[config.mk]
export PLATFORM = sky130hd
export DESIGN_NAME = panel_cmd_top
export DESIGN_NICKNAME = d
export VERILOG_FILES = /design/src/hw/panel_pkg.sv /design/src/hw/framebuffer_ram.sv /design/src/hw/fill_area_engine.sv /design/src/hw/cmd_fill.sv /design/src/hw/cmd_decoder.sv /design/src/hw/panel_cmd_top.sv
export VERILOG_INCLUDE_DIRS = /design/src /design/src/hw
export SDC_FILE = /design/constraint.sdc
export NUM_CORES = 1
export LEC_CHECK = 0
export ABC_CLOCK_PERIOD_IN_PS = 3900
export BUFFER_PORTS_ARGS = -buffer_cell sky130_fd_sc_hd__buf_2
export CAP_MARGIN = 20
export CELL_PAD_IN_SITES_DETAIL_PLACEMENT = 1
export CELL_PAD_IN_SITES_GLOBAL_PLACEMENT = 1
export CORE_UTILIZATION = 40
export CTS_CLUSTER_DIAMETER = 50
export DETAILED_ROUTE_END_ITERATION = 16
export PLACE_DENSITY = 0.67
export SETUP_SLACK_MARGIN = 0.05
export SKIP_CTS_REPAIR_TIMING = 1
export SYNTH_ARGS = -nofsm -noshare
export SYNTH_HDL_FRONTEND = slang
export SYNTH_HIERARCHICAL = 1
export SYNTH_SLANG_ARGS = --single-unit
[constraint.sdc]
create_clock -name clk -period 3.9 [get_ports clk]
set_input_delay 0.195 -clock clk [delete_from_list [all_inputs] [get_ports clk]]
set_output_delay 0.195 -clock clk [all_outputs]
set_load 0.005 [all_outputs]
[src/hw/panel_defs.svh]
//////////////////////////////////////////////////
// Panel geometry, pixel size and command opcodes
//////////////////////////////////////////////////
`ifndef PANEL_DEFS_SVH
`define PANEL_DEFS_SVH

// Panel geometry.
`define PANEL_WIDTH     8
`define PANEL_HEIGHT    4
`define BYTES_PER_PIXEL 2

// Command opcodes.
`define OP_FILL_PANEL   8'h01
`define OP_FILL_AREA    8'h02

// Framebuffer size in bytes.
`define FB_DEPTH        (`PANEL_WIDTH * `PANEL_HEIGHT * `BYTES_PER_PIXEL)

`endif

[src/hw/panel_pkg.sv]
//////////////////////////////////////////////////
// Shared index, address and colour types
//////////////////////////////////////////////////
`default_nettype none
`include "panel_defs.svh"

package panel_pkg;

    localparam int unsigned COL_BITS  = (`PANEL_WIDTH > 1) ? $clog2(`PANEL_WIDTH) : 1;
    localparam int unsigned ROW_BITS  = (`PANEL_HEIGHT > 1) ? $clog2(`PANEL_HEIGHT) : 1;
    localparam int unsigned PIX_BITS  = (`BYTES_PER_PIXEL > 1) ? $clog2(`BYTES_PER_PIXEL) : 1;
    localparam int unsigned ADDR_BITS = (`FB_DEPTH > 1) ? $clog2(`FB_DEPTH) : 1;

    typedef logic [COL_BITS-1:0]            column_t;   // Column index.
    typedef logic [ROW_BITS-1:0]            row_t;      // Row index.
    typedef logic [PIX_BITS-1:0]            pixel_t;    // Byte within a pixel.
    typedef logic [`BYTES_PER_PIXEL*8-1:0]  color_t;    // First byte at the top.
    typedef logic [ADDR_BITS-1:0]           fb_addr_t;  // Framebuffer byte address.

endpackage

`default_nettype wire

[src/hw/framebuffer_ram.sv]
//////////////////////////////////////////////////
// Byte-wide framebuffer, one write port and one
// registered read port
//////////////////////////////////////////////////
`timescale 1ns/1ps
`default_nettype none
`include "panel_defs.svh"

module framebuffer_ram (
    input  wire logic                clk,
    input  wire logic                wr_en,
    input  panel_pkg::fb_addr_t      wr_addr,
    input  wire logic [7:0]          wr_data,
    input  panel_pkg::fb_addr_t      rd_addr,
    output logic [7:0]               rd_data
);

    logic [7:0] mem [`FB_DEPTH];

    always_ff @(posedge clk) begin
        if (wr_en) begin
            mem[wr_addr] <= wr_data;
        end
        rd_data <= mem[rd_addr];                            // One cycle read latency.
    end

endmodule

`default_nettype wire

[src/hw/fill_area_engine.sv]
//////////////////////////////////////////////////
// Area engine: walks a clipped rectangle and
// writes one framebuffer byte per cycle
//////////////////////////////////////////////////
`timescale 1ns/1ps
`default_nettype none
`include "panel_defs.svh"

module fill_area_engine (
    input  wire logic                clk,
    input  wire logic                reset,
    input  wire logic                start,
    input  panel_pkg::column_t       x1,
    input  panel_pkg::row_t          y1,
    input  wire logic [7:0]          width,
    input  wire logic [7:0]          height,
    input  panel_pkg::color_t        color,
    output panel_pkg::fb_addr_t      wr_addr,
    output logic [7:0]               wr_data,
    output logic                     wr_en,
    output logic                     finished
);

    logic [8:0]          x_sum;
    logic [8:0]          y_sum;
    logic [8:0]          x_end;
    logic [8:0]          y_end;
    logic                area_empty;
    logic                active;
    logic                empty_fin;
    logic                last_write;
    panel_pkg::column_t  col_first;
    panel_pkg::column_t  col_last;
    panel_pkg::row_t     row_last;
    panel_pkg::column_t  col;
    panel_pkg::row_t     row;
    panel_pkg::pixel_t   pix;
    int unsigned         addr_full;

    //////////////////////////////////////////////////
    // Clipping
    //////////////////////////////////////////////////
    assign x_sum      = 9'(x1) + {1'b0, width};
    assign y_sum      = 9'(y1) + {1'b0, height};
    assign x_end      = (x_sum > 9'(`PANEL_WIDTH)) ? 9'(`PANEL_WIDTH) : x_sum;
    assign y_end      = (y_sum > 9'(`PANEL_HEIGHT)) ? 9'(`PANEL_HEIGHT) : y_sum;
    assign area_empty = (x_end <= 9'(x1)) || (y_end <= 9'(y1));

    //////////////////////////////////////////////////
    // Walk
    //////////////////////////////////////////////////
    assign last_write = (pix == panel_pkg::pixel_t'(`BYTES_PER_PIXEL - 1))
                        && (col == col_last) && (row == row_last);

    always_ff @(posedge clk) begin
        if (reset) begin
            active    <= 1'b0;
            empty_fin <= 1'b0;
        end else begin
            empty_fin <= 1'b0;
            if (start) begin
                active    <= !area_empty;
                empty_fin <= area_empty;                    // Nothing to draw.
            end else if (active && last_write) begin
                active <= 1'b0;
            end
        end
    end

    always_ff @(posedge clk) begin
        if (start) begin
            col_first <= x1;
            col_last  <= panel_pkg::column_t'(x_end - 9'd1);
            row_last  <= panel_pkg::row_t'(y_end - 9'd1);
            col       <= x1;
            row       <= y1;
            pix       <= '0;
        end else if (active) begin
            if (pix == panel_pkg::pixel_t'(`BYTES_PER_PIXEL - 1)) begin
                pix <= '0;
                if (col == col_last) begin
                    col <= col_first;                       // Next row.
                    row <= row + 1'b1;
                end else begin
                    col <= col + 1'b1;
                end
            end else begin
                pix <= pix + 1'b1;
            end
        end
    end

    assign addr_full = (int'(row) * `PANEL_WIDTH + int'(col)) * `BYTES_PER_PIXEL + int'(pix);
    assign wr_addr   = panel_pkg::fb_addr_t'(addr_full);
    assign wr_data   = color[8 * (`BYTES_PER_PIXEL - 1 - int'(pix)) +: 8];  // Byte 0 is MSB.
    assign wr_en     = active;
    assign finished  = (active && last_write) || empty_fin;

    a_addr_in_range: assert property (
        @(posedge clk) disable iff (reset) wr_en |-> addr_full < `FB_DEPTH);

endmodule

`default_nettype wire

[src/hw/cmd_fill.sv]
//////////////////////////////////////////////////
// Fill command: collects the colour, selects the
// bounds and runs the area engine until done
//////////////////////////////////////////////////
`timescale 1ns/1ps
`default_nettype none
`include "panel_defs.svh"

module cmd_fill (
    input  wire logic                clk,
    input  wire logic                reset,
    input  wire logic [7:0]          color_byte,
    input  wire logic                color_valid,
    input  wire logic                use_area,
    input  panel_pkg::column_t       area_x,
    input  panel_pkg::row_t          area_y,
    input  wire logic [7:0]          area_width,
    input  wire logic [7:0]          area_height,
    output logic                     busy,
    output logic                     done,
    output panel_pkg::fb_addr_t      wr_addr,
    output logic [7:0]               wr_data,
    output logic                     wr_en
);

    typedef enum logic [2:0] {
        ST_CAPTURE, ST_START, ST_RUNNING, ST_PREDONE, ST_DONE
    } fill_state_t;

    fill_state_t         state;
    panel_pkg::pixel_t   byte_cnt;
    panel_pkg::color_t   color_q;
    panel_pkg::column_t  sel_x;
    panel_pkg::row_t     sel_y;
    logic [7:0]          sel_w;
    logic [7:0]          sel_h;
    logic                engine_start;
    logic                engine_finished;

    always_ff @(posedge clk) begin
        if (reset) begin
            state        <= ST_CAPTURE;
            byte_cnt     <= '0;
            engine_start <= 1'b0;
            busy         <= 1'b0;
            done         <= 1'b0;
        end else begin
            case (state)
                ST_CAPTURE: if (color_valid) begin
                    busy <= 1'b1;
                    if (byte_cnt == panel_pkg::pixel_t'(`BYTES_PER_PIXEL - 1)) begin
                        byte_cnt     <= '0;
                        engine_start <= 1'b1;
                        state        <= ST_START;
                    end else begin
                        byte_cnt <= byte_cnt + 1'b1;
                    end
                end
                ST_START: begin
                    engine_start <= 1'b0;
                    state        <= ST_RUNNING;
                end
                ST_RUNNING: if (engine_finished) state <= ST_PREDONE;
                ST_PREDONE: begin
                    done  <= 1'b1;
                    busy  <= 1'b0;
                    state <= ST_DONE;
                end
                ST_DONE: begin
                    done  <= 1'b0;
                    state <= ST_CAPTURE;
                end
                default: state <= ST_CAPTURE;
            endcase
        end
    end

    // Colour shift register and bound selection.
    always_ff @(posedge clk) begin
        if (state == ST_CAPTURE && color_valid) begin
            color_q <= (color_q << 8) | panel_pkg::color_t'(color_byte);  // MSB first.
            sel_x   <= use_area ? area_x : '0;
            sel_y   <= use_area ? area_y : '0;
            sel_w   <= use_area ? area_width : 8'(`PANEL_WIDTH);
            sel_h   <= use_area ? area_height : 8'(`PANEL_HEIGHT);
        end else if (state == ST_DONE) begin
            color_q <= '0;
        end
    end

    fill_area_engine u_engine (
        .clk     (clk),
        .reset   (reset),
        .start   (engine_start),
        .x1      (sel_x),
        .y1      (sel_y),
        .width   (sel_w),
        .height  (sel_h),
        .color   (color_q),
        .wr_addr (wr_addr),
        .wr_data (wr_data),
        .wr_en   (wr_en),
        .finished(engine_finished)
    );

    a_start_when_idle: assert property (
        @(posedge clk) disable iff (reset) engine_start |-> !wr_en);

endmodule

`default_nettype wire

[src/hw/cmd_decoder.sv]
//////////////////////////////////////////////////
// Command decoder: opcode, FILL_AREA geometry,
// colour byte forwarding to the fill stage
//////////////////////////////////////////////////
`timescale 1ns/1ps
`default_nettype none
`include "panel_defs.svh"

module cmd_decoder (
    input  wire logic                clk,
    input  wire logic                reset,
    input  wire logic [7:0]          data_in,
    input  wire logic                enable,
    output logic                     ready_for_data,
    input  wire logic                busy,
    output logic [7:0]               color_byte,
    output logic                     color_valid,
    output logic                     use_area,
    output panel_pkg::column_t       area_x,
    output panel_pkg::row_t          area_y,
    output logic [7:0]               area_width,
    output logic [7:0]               area_height
);

    typedef enum logic [2:0] {
        ST_OPCODE, ST_X, ST_Y, ST_WIDTH, ST_HEIGHT, ST_COLOR, ST_WAIT
    } dec_state_t;

    dec_state_t        state;
    panel_pkg::pixel_t color_cnt;
    logic              take;

    assign take        = enable && ready_for_data;
    assign color_valid = take && (state == ST_COLOR);
    assign color_byte  = data_in;

    always_ff @(posedge clk) begin
        if (reset) begin
            state          <= ST_OPCODE;
            ready_for_data <= 1'b1;
            use_area       <= 1'b0;
            color_cnt      <= '0;
        end else begin
            case (state)
                ST_OPCODE: if (take) begin
                    if (data_in == `OP_FILL_PANEL) begin
                        use_area <= 1'b0;
                        state    <= ST_COLOR;
                    end else if (data_in == `OP_FILL_AREA) begin
                        use_area <= 1'b1;
                        state    <= ST_X;
                    end                                    // Anything else is a no-op.
                end
                ST_X:      if (take) state <= ST_Y;
                ST_Y:      if (take) state <= ST_WIDTH;
                ST_WIDTH:  if (take) state <= ST_HEIGHT;
                ST_HEIGHT: if (take) state <= ST_COLOR;
                ST_COLOR: if (take) begin
                    if (color_cnt == panel_pkg::pixel_t'(`BYTES_PER_PIXEL - 1)) begin
                        color_cnt      <= '0;
                        ready_for_data <= 1'b0;            // Hold off until the fill ends.
                        state          <= ST_WAIT;
                    end else begin
                        color_cnt <= color_cnt + 1'b1;
                    end
                end
                ST_WAIT: if (!busy) begin
                    ready_for_data <= 1'b1;
                    state          <= ST_OPCODE;
                end
                default: state <= ST_OPCODE;
            endcase
        end
    end

    // Geometry registers.
    always_ff @(posedge clk) begin
        if (take) begin
            if (state == ST_X)      area_x      <= panel_pkg::column_t'(data_in);
            if (state == ST_Y)      area_y      <= panel_pkg::row_t'(data_in);
            if (state == ST_WIDTH)  area_width  <= data_in;
            if (state == ST_HEIGHT) area_height <= data_in;
        end
    end

    a_no_enable_when_stalled: assert property (
        @(posedge clk) disable iff (reset) enable |-> ready_for_data);

    // The first colour byte must not reach a fill stage still busy.
    a_color_when_fill_idle: assert property (
        @(posedge clk) disable iff (reset)
        color_valid |-> (color_cnt != '0 || !busy));

endmodule

`default_nettype wire

[src/hw/panel_cmd_top.sv]
//////////////////////////////////////////////////
// LED panel command front end top level
//////////////////////////////////////////////////
`timescale 1ns/1ps
`default_nettype none

module panel_cmd_top (
    input  wire logic                clk,
    input  wire logic                reset,
    input  wire logic [7:0]          data_in,
    input  wire logic                enable,
    output logic                     ready_for_data,
    output logic                     done,
    input  panel_pkg::fb_addr_t      rd_addr,
    output logic [7:0]               rd_data
);

    logic [7:0]           color_byte;
    logic                 color_valid;
    logic                 use_area;
    panel_pkg::column_t   area_x;
    panel_pkg::row_t      area_y;
    logic [7:0]           area_width;
    logic [7:0]           area_height;
    logic                 busy;
    panel_pkg::fb_addr_t  wr_addr;
    logic [7:0]           wr_data;
    logic                 wr_en;

    cmd_decoder u_decoder (
        .clk           (clk),
        .reset         (reset),
        .data_in       (data_in),
        .enable        (enable),
        .ready_for_data(ready_for_data),
        .busy          (busy),
        .color_byte    (color_byte),
        .color_valid   (color_valid),
        .use_area      (use_area),
        .area_x        (area_x),
        .area_y        (area_y),
        .area_width    (area_width),
        .area_height   (area_height)
    );

    cmd_fill u_fill (
        .clk        (clk),
        .reset      (reset),
        .color_byte (color_byte),
        .color_valid(color_valid),
        .use_area   (use_area),
        .area_x     (area_x),
        .area_y     (area_y),
        .area_width (area_width),
        .area_height(area_height),
        .busy       (busy),
        .done       (done),
        .wr_addr    (wr_addr),
        .wr_data    (wr_data),
        .wr_en      (wr_en)
    );

    framebuffer_ram u_fb (
        .clk    (clk),
        .wr_en  (wr_en),
        .wr_addr(wr_addr),
        .wr_data(wr_data),
        .rd_addr(rd_addr),
        .rd_data(rd_data)
    );

endmodule

`default_nettype wire

==> report_table.html, run 1 <==
<table>
<tr><th>Metric</th><th>Value</th></tr>
<tr><th colspan="2">Yosys</th></tr>
<tr><td>Synth cell types</td><td>75</td></tr>
<tr><td>FFs w/ async S/R, synth</td><td>0%</td></tr>
<tr><td>Synth Warn #</td><td>6</td></tr>
<tr><td>Most common flop cell mapped by yosys</td><td>edfxtp_1</td></tr>
<tr><td>Register bit count reported by yosys</td><td>607</td></tr>
<tr><td>Synth Area per Inst</td><td>19.1 sq um</td></tr>
<tr><td>Most instantiated library cell after synthesis</td><td>edfxtp_1</td></tr>
<tr><td>Number of synthesized flops with an enable pin</td><td>583</td></tr>
<tr><td>Most numerous cell types in the synthesized netlist</td><td>edfxtp_1, mux4_2, nor2_1</td></tr>
<tr><td>Ranking of synthesized cells by area</td><td>edfxtp_1, mux4_2, dfxtp_1, nor2_1, mux2_2</td></tr>
<tr><td>Largest area contributor in the netlist</td><td>edfxtp_1</td></tr>
<tr><td>Netlist Area Pre-Place</td><td>24400 sq um</td></tr>
<tr><td>Sequential-to-total area share from yosys stat</td><td>73.7%</td></tr>
<tr><td>Cell count after synthesis</td><td>1276</td></tr>
<tr><td>Area share of the largest cell type after synthesis</td><td>71.7%</td></tr>
<tr><td>Net count after synthesis</td><td>1305</td></tr>
<tr><th colspan="2">Setup path</th></tr>
<tr><td>Max stage delay on crit path</td><td>0.41 ns</td></tr>
<tr><td>Startpoint type of the worst setup path</td><td>flip-flop</td></tr>
<tr><td>Critical path, cell by cell</td><td>ha_1 &gt; inv_1 &gt; fa_1 &gt; xor2_1 &gt; nand3_1 &gt; a211oi_1 &gt; o311ai_2 &gt; or2_2 &gt; inv_1 &gt; ha_1 &gt; a21boi_0 &gt; nor3_1 &gt; o21ai_0 &gt; o32ai_1 &gt; nor2b_1</td></tr>
<tr><td>Library cell contributing the largest single delay on the critical path</td><td>fa_1</td></tr>
<tr><td>R2R cell count</td><td>15</td></tr>
<tr><td>Kind of critical path</td><td>reg -&gt; reg</td></tr>
<tr><td>Highest net fanout along the worst path</td><td>4</td></tr>
<tr><td>Critical path endpoint category</td><td>flip-flop</td></tr>
<tr><td>Required time of the critical path</td><td>4.42 ns</td></tr>
<tr><td>Setup slack of the most critical reg-to-reg path</td><td>0.56 ns</td></tr>
<tr><td>Data arrival time of the critical path</td><td>3.86 ns</td></tr>
<tr><th colspan="2">Hold path</th></tr>
<tr><td>Type of the most critical hold path</td><td>in -&gt; reg</td></tr>
<tr><td>Number of cells on the worst hold path</td><td>2</td></tr>
<tr><th colspan="2">Drt</th></tr>
<tr><td>First DRT Iteration DRCs</td><td>964</td></tr>
<tr><td>Pre-antenna DRT Iters</td><td>7</td></tr>
<tr><td>Count of unresolved DRC violations after routing</td><td>0</td></tr>
<tr><td>Routed vias/inst</td><td>5.50</td></tr>
<tr><td>ANT nets after route</td><td>0</td></tr>
<tr><td>Post-Route WL</td><td>54600 um</td></tr>
<tr><td>Via count</td><td>12100</td></tr>
<tr><td>Avg WL per Cell</td><td>24.9 um</td></tr>
<tr><th colspan="2">Clocking</th></tr>
<tr><td>H-tree depth</td><td>3</td></tr>
<tr><td>Bufs on Longest Clock Path</td><td>3</td></tr>
<tr><td>TritonCTS clock tree</td><td>built</td></tr>
<tr><td>Number of sinks handled by clock tree synthesis</td><td>607</td></tr>
<tr><td>Total CTS buffers</td><td>67</td></tr>
<tr><td>Cell at the root of the clock tree</td><td>clkbuf_16</td></tr>
<tr><td>Clock-pin slew reported for the worst setup and hold paths after clock tree synthesis</td><td>0.06 ns</td></tr>
<tr><td>Worst-skew pair later-pin latency</td><td>0.59 ns</td></tr>
<tr><th colspan="2">Floorplan</th></tr>
<tr><td>Die width</td><td>249 um</td></tr>
<tr><td>Number of top-level pins</td><td>27</td></tr>
<tr><td>Die H</td><td>249 um</td></tr>
<tr><td>Die Area</td><td>62000 sq um</td></tr>
<tr><td>Area of the placeable core</td><td>60400 sq um</td></tr>
<tr><td>Number of placement rows</td><td>90</td></tr>
<tr><td>Starting density of the core</td><td>40.4%</td></tr>
<tr><th colspan="2">Timing</th></tr>
<tr><td>Number of slew-limit violations in the final report</td><td>0</td></tr>
<tr><td>Worst Hold Margin</td><td>-0.00135 ns</td></tr>
<tr><td>Actual slew at the worst max-slew pin</td><td>1.08 ns</td></tr>
<tr><td>Maximum frequency from static timing analysis</td><td>0.300 GHz</td></tr>
<tr><td>Number of hold violations in the final report</td><td>1</td></tr>
<tr><td>Final Skew</td><td>0.0175 ns</td></tr>
<tr><td>Part of the cycle the worst path needs</td><td>85.6%</td></tr>
<tr><td>Minimum clock period</td><td>3.34 ns</td></tr>
<tr><td>Final setup violation count</td><td>0</td></tr>
<tr><td>Total negative setup slack</td><td>0 ns</td></tr>
<tr><td>Unrepaired setup endpoints after global routing</td><td>no</td></tr>
<tr><td>Worst-case headroom to the max-slew limit</td><td>27.8%</td></tr>
<tr><th colspan="2">Power and ir drop</th></tr>
<tr><td>Leakage</td><td>8.72 nW</td></tr>
<tr><td>Total power draw</td><td>14.3 mW</td></tr>
<tr><td>Max VDD drop</td><td>0.309 mV</td></tr>
<tr><td>P per Cell Area</td><td>514 nW/um^2</td></tr>
<tr><th colspan="2">Final layout</th></tr>
<tr><td>Area overhead of the layout relative to synthesis</td><td>13.6%</td></tr>
<tr><td>Layout cell share with drive strength beyond 1</td><td>25.0%</td></tr>
<tr><td>Diode insertion count for antenna repair</td><td>0</td></tr>
<tr><td>Post-route design area</td><td>27700 sq um</td></tr>
<tr><td>Final layout net count</td><td>1391</td></tr>
<tr><th colspan="2">GRT</th></tr>
<tr><td>Maximum number of pins on one net before global-route repair</td><td>61</td></tr>
<tr><td>Overflow left after global routing</td><td>0</td></tr>
<tr><td>Wire length of the first global-routing pass</td><td>81300 um</td></tr>
<tr><td>Vias in the first global route</td><td>12800</td></tr>
<tr><td>Antenna violations before repair</td><td>2</td></tr>
<tr><td>Aggregate global-route resource usage</td><td>17.8%</td></tr>
<tr><th colspan="2">Placement</th></tr>
<tr><td>Placed wire-length estimate</td><td>34400 um</td></tr>
<tr><td>Standard cell area after detailed placement</td><td>25500 sq um</td></tr>
<tr><td># port buffers</td><td>26</td></tr>
<tr><td>GP Congestion</td><td>0.808</td></tr>
<tr><th colspan="2">Job</th></tr>
<tr><td>Number of max-cap violations</td><td>0</td></tr>
<tr><th colspan="2">Status</th></tr>
<tr><td>Violations in the final reports</td><td>hold timing</td></tr>
<tr><td>Run status</td><td>finished with violations</td></tr>
</table>
-- cells in the final DEF, fill, tap and decap left out, drive strengths merged, types with 6 or more instances in the layout --
cell	instances
nand3b	6
clkbuf	79
clkinv	30
o21ai	15
dfxtp	24
a221oi	8
mux2	23
dlygate4sd3	8
mux2i	24
nand2	37
ha	10
buf	80
nor2b	20
clkinvlp	6
nand3	20
inv	22
nand2b	14
nor3	19
mux4	126
edfxtp	583
a21oi	10
and2	36
o22ai	9
xnor2	15
nor2	98
a211oi	8
o221ai	8
-- logic make-up after synthesis --
kind of cell	share of synthesized area, %
AOI/OAI and AO/OA	3.26
xor gates and xnor gates	0.718
adders and majority gates	0.677
buffers and inverters	2.15
DFF	73.7
muxes	13.7
and+or+nand+nor	5.83
-- flip-flops by register name, summed over array words and instances, names as in the netlist, 2 cells and up --
register,cells
u_decoder/area_height,8
u_decoder/area_width,8
u_decoder/area_x,3
u_decoder/area_y,2
u_decoder/state,3
u_fb/mem,512
u_fb/rd_data,8
u_fill/color_q,16
u_fill/sel_h,8
u_fill/sel_w,8
u_fill/sel_x,3
u_fill/sel_y,2
u_fill/state,3
u_fill/u_engine/col,3
u_fill/u_engine/col_first,3
u_fill/u_engine/col_last,3
u_fill/u_engine/row,2
u_fill/u_engine/row_last,2
-- worst paths after layout --
path,startpoint,end
max,u_fill/sel_x[0],u_fill/u_engine/empty_fin
min,reset,u_decoder/color_cnt
max reg2reg,u_fill/sel_x[0],u_fill/u_engine/empty_fin
min reg2reg,u_decoder/area_height[2],u_fill/sel_h[2]
-- metrics by stage --
step	instances	setup slack (ns)	util, %
4_1_cts	2185	0.521	45.8
3_3_place_gp	2065	0.701	42.3
6_report	2195	0.562	45.9
5_1_grt	2195	0.297	45.9
2_1_floorplan	1276	0.991	-
3_5_place_dp	2065	0.557	42.3
-- report_power, final --
group,switching (mW),internal [mW],leakage [nW],total (mW)
Clock,2.54,3.50,1.03,6.05
Sequential,0.0190,7.39,5.44,7.41
Combinational,0.566,0.243,2.25,0.808
Total,3.13,11.1,8.72,14.3
-- layer usage --
metal  GRT usage (%)  part of all wire (%)  vias to the layer above
li1                -                     -                     5307
met1            23.3                    43                     6398
met2            29.7                    50                      281
met3            3.19                   4.7                       78
met4            6.40                   2.3                        4
met5               0                 0.049                        -
-- critical path: cells and delay by family (launching register included) --
family / cells / cell delay (ns)
AO/OA/AOI/OAI: 5 / 0.90
XOR/XNOR: 1 / 0.23
adder cells (fa/ha/maj): 3 / 0.85
buffers and inverters: 2 / 0.13
flip-flops: 1 / 0.39
AND/OR/NAND/NOR: 4 / 0.78
-- area by class of cell --
cell class,count,area [sq um]
sequential,607,18000
multi-input combinational,578,5900
tap,782,978
clock buffer,77,1780
fill,5676,32600
inverter,18,67.6
timing repair buffer,90,667
clock inverter,43,353
No activity file was read; power rests on OpenSTA's default activity.
==> run 2, diff against run 1 <==
--- a/config.mk
+++ b/config.mk
@@ -6,7 +6,7 @@
 export SDC_FILE = /design/constraint.sdc
 export NUM_CORES = 1
 export LEC_CHECK = 0
-export ABC_CLOCK_PERIOD_IN_PS = 3900
+export ABC_CLOCK_PERIOD_IN_PS = 3800
 export BUFFER_PORTS_ARGS = -buffer_cell sky130_fd_sc_hd__buf_2
 export CAP_MARGIN = 20
 export CELL_PAD_IN_SITES_DETAIL_PLACEMENT = 1
==> constraint.sdc (replaced) <==
create_clock -name clk -period 3.8 [get_ports clk]
set_input_delay 0.19 -clock clk [delete_from_list [all_inputs] [get_ports clk]]
set_output_delay 0.19 -clock clk [all_outputs]
set_load 0.005 [all_outputs]
==> report_table.html, run 2 (synthesized netlist as in run 1, its figures left out) <==
<table>
<tr><th>Metric</th><th>Value</th></tr>
<tr><th colspan="2">Setup path</th></tr>
<tr><td>Startpoint type of the worst setup path</td><td>flip-flop</td></tr>
<tr><td>R2R cell count</td><td>15</td></tr>
<tr><td>Data arrival time of the critical path</td><td>3.78 ns</td></tr>
<tr><td>Max stage delay on crit path</td><td>0.39 ns</td></tr>
<tr><td>Capture point of the worst reg-to-reg path</td><td>u_fill/u_engine/empty_fin</td></tr>
<tr><td>Kind of critical path</td><td>reg -&gt; reg</td></tr>
<tr><td>Setup slack of the most critical reg-to-reg path</td><td>0.53 ns</td></tr>
<tr><td>Critical path endpoint category</td><td>flip-flop</td></tr>
<tr><td>Critical path, cell by cell</td><td>ha_1 &gt; inv_1 &gt; fa_1 &gt; xor2_1 &gt; nand3_1 &gt; a211oi_1 &gt; o311ai_2 &gt; or2_2 &gt; inv_1 &gt; ha_1 &gt; a21boi_0 &gt; nor3_1 &gt; o21ai_0 &gt; o32ai_1 &gt; nor2b_1</td></tr>
<tr><td>Library cell contributing the largest single delay on the critical path</td><td>edfxtp_1</td></tr>
<tr><td>Required time of the critical path</td><td>4.32 ns</td></tr>
<tr><td>Startpoint of the most critical register-to-register path</td><td>u_fill/sel_x[0]</td></tr>
<tr><td>Highest net fanout along the worst path</td><td>4</td></tr>
<tr><th colspan="2">Timing</th></tr>
<tr><td>Actual slew at the worst max-slew pin</td><td>1.06 ns</td></tr>
<tr><td>Maximum frequency from static timing analysis</td><td>0.306 GHz</td></tr>
<tr><td>Total negative setup slack</td><td>0 ns</td></tr>
<tr><td>Worst Hold Margin</td><td>0.00586 ns</td></tr>
<tr><td>Unrepaired setup endpoints after global routing</td><td>no</td></tr>
<tr><td>Minimum clock period</td><td>3.27 ns</td></tr>
<tr><td>Worst-case headroom to the max-slew limit</td><td>28.8%</td></tr>
<tr><td>Final Skew</td><td>0.0254 ns</td></tr>
<tr><td>Final setup violation count</td><td>0</td></tr>
<tr><td>Number of slew-limit violations in the final report</td><td>0</td></tr>
<tr><td>Part of the cycle the worst path needs</td><td>86.0%</td></tr>
<tr><td>Number of hold violations in the final report</td><td>0</td></tr>
<tr><th colspan="2">Drt</th></tr>
<tr><td>Via count</td><td>12200</td></tr>
<tr><td>Post-Route WL</td><td>54800 um</td></tr>
<tr><td>Pre-antenna DRT Iters</td><td>5</td></tr>
<tr><td>Routed vias/inst</td><td>5.51</td></tr>
<tr><td>First DRT Iteration DRCs</td><td>966</td></tr>
<tr><td>Avg WL per Cell</td><td>24.8 um</td></tr>
<tr><td>ANT nets after route</td><td>0</td></tr>
<tr><td>Count of unresolved DRC violations after routing</td><td>0</td></tr>
<tr><th colspan="2">Clocking</th></tr>
<tr><td>H-tree depth</td><td>3</td></tr>
<tr><td>Worst-skew pair later-pin latency</td><td>0.59 ns</td></tr>
<tr><td>Number of sinks handled by clock tree synthesis</td><td>607</td></tr>
<tr><td>Bufs on Longest Clock Path</td><td>3</td></tr>
<tr><td>Cell at the root of the clock tree</td><td>clkbuf_16</td></tr>
<tr><td>Total CTS buffers</td><td>69</td></tr>
<tr><td>Clock-pin slew reported for the worst setup and hold paths after clock tree synthesis</td><td>0.06 ns</td></tr>
<tr><td>TritonCTS clock tree</td><td>built</td></tr>
<tr><th colspan="2">Status</th></tr>
<tr><td>Run status</td><td>complete, no violations</td></tr>
<tr><th colspan="2">Final layout</th></tr>
<tr><td>Most frequent cells in the layout</td><td>edfxtp_1, mux4_2, nor2_1</td></tr>
<tr><td>Area overhead of the layout relative to synthesis</td><td>14.1%</td></tr>
<tr><td>Most common library cell in the layout ignoring fill and taps</td><td>edfxtp_1</td></tr>
<tr><td>Largest register by flop count</td><td>u_fb/mem</td></tr>
<tr><td>Final layout net count</td><td>1404</td></tr>
<tr><td>Registers with the most flip-flops</td><td>u_fb/mem: 512 flops, u_fill/color_q: 16 flops</td></tr>
<tr><td>Layout cell share with drive strength beyond 1</td><td>25.5%</td></tr>
<tr><td>Diode insertion count for antenna repair</td><td>0</td></tr>
<tr><td>Filler instances</td><td>5662</td></tr>
<tr><td>Max FFs per register</td><td>512</td></tr>
<tr><th colspan="2">Floorplan</th></tr>
<tr><td>Area of the placeable core</td><td>60400 sq um</td></tr>
<tr><td>Number of placement rows</td><td>90</td></tr>
<tr><td>Starting density of the core</td><td>40.4%</td></tr>
<tr><td>Number of top-level pins</td><td>27</td></tr>
<tr><td>Die Area</td><td>62000 sq um</td></tr>
<tr><td>Die H</td><td>249 um</td></tr>
<tr><td>Die width</td><td>249 um</td></tr>
<tr><th colspan="2">Placement</th></tr>
<tr><td>Placed wire-length estimate</td><td>34200 um</td></tr>
<tr><td>GP Congestion</td><td>0.798</td></tr>
<tr><td># port buffers</td><td>26</td></tr>
<tr><th colspan="2">Power and ir drop</th></tr>
<tr><td>Leakage</td><td>8.81 nW</td></tr>
<tr><td>Total power draw</td><td>14.8 mW</td></tr>
<tr><td>Max VDD drop</td><td>0.344 mV</td></tr>
<tr><td>P per Cell Area</td><td>532 nW/um^2</td></tr>
<tr><th colspan="2">Hold path</th></tr>
<tr><td>Type of the most critical hold path</td><td>in -&gt; reg</td></tr>
<tr><td>Number of cells on the worst hold path</td><td>2</td></tr>
<tr><td>Endpoint, Worst Hold</td><td>u_decoder/color_cnt</td></tr>
<tr><td>Worst Min Path Start</td><td>reset</td></tr>
<tr><th colspan="2">GRT</th></tr>
<tr><td>Wire length of the first global-routing pass</td><td>83100 um</td></tr>
<tr><td>Overflow left after global routing</td><td>0</td></tr>
<tr><td>Vias in the first global route</td><td>13000</td></tr>
<tr><td>Maximum number of pins on one net before global-route repair</td><td>55</td></tr>
<tr><td>Antenna violations before repair</td><td>0</td></tr>
<tr><td>Aggregate global-route resource usage</td><td>18.0%</td></tr>
<tr><th colspan="2">Job</th></tr>
<tr><td>Number of max-cap violations</td><td>0</td></tr>
</table>
==> run 2: stage by stage <==
| step | utilization [%] | std cells | setup slack [ns] | area, sq um |
|---|---|---|---|---|
| after CTS | 46.0 | 2201 | 0.503 | 27800 |
| final | 46.1 | 2210 | 0.532 | 27800 |
| after floorplan | - | 1276 | 0.891 | 24400 |
| after detailed placement | 42.4 | 2077 | 0.524 | 25600 |
| after global placement | 42.4 | 2077 | 0.589 | 25600 |
| after global routing | 46.1 | 2210 | 0.289 | 27800 |
==> run 2: layer usage <==
layer | global-route usage (%) | share of wire [%] | up-vias | routed length (um)
met4 | 5.63 | 2.1 | 0 | 1140
met2 | 30.7 | 50 | 301 | 27500
met3 | 2.89 | 4.9 | 81 | 2670
met1 | 23.7 | 43 | 6454 | 23500
met5 | 0 | 0 | - | 0
li1 | - | - | 5341 | -
==> run 2: critical path, delay by kind of cell (launching register included) <==
family,cells,cell delay [ns]
compound gates,5,0.88
fa+ha+maj,3,0.82
simple gates,4,0.75
flops,1,0.39
xor+xnor,1,0.23
buf+inv,2,0.12
==> run 2: area by class of cell <==
| cell class | count | area [sq um] | share of cell area [%] |
|---|---|---|---|
| clock inverters | 37 | 334 | 1.20 |
| inverters | 18 | 67.6 | 0.243 |
| well taps | 782 | 978 | 3.51 |
| flip-flops and latches | 607 | 18000 | 64.6 |
| clock buffers | 87 | 1850 | 6.63 |
| multi-input cells | 578 | 5900 | 21.2 |
| repair buffers | 101 | 737 | 2.65 |
==> run 2: how the worst max path moves through the flow <==
| stage | startpoint | end | slack (ns) | cells past startpoint |
|---|---|---|---|---|
| floorplan | u_fill/sel_x[0] | u_fill/u_engine/empty_fin | 0.89 | 15 |
| global placement | u_fill/sel_x[0] | u_fill/u_engine/empty_fin | 0.59 | 15 |
| detailed placement | u_fill/sel_x[0] | u_fill/u_engine/empty_fin | 0.52 | 15 |
| CTS | u_fill/sel_x[0] | u_fill/u_engine/empty_fin | 0.50 | 15 |
| global route | u_fill/sel_x[0] | u_fill/u_engine/empty_fin | 0.29 | 15 |
| finish | u_fill/sel_x[0] | u_fill/u_engine/empty_fin | 0.53 | 15 |
==> run 2: where the power goes <==
part | switching, mW | internal, mW | total [mW]
logic | 0.586 | 0.259 | 0.845
registers | 0.0198 | 7.58 | 7.60
clock network | 2.63 | 3.74 | 6.37
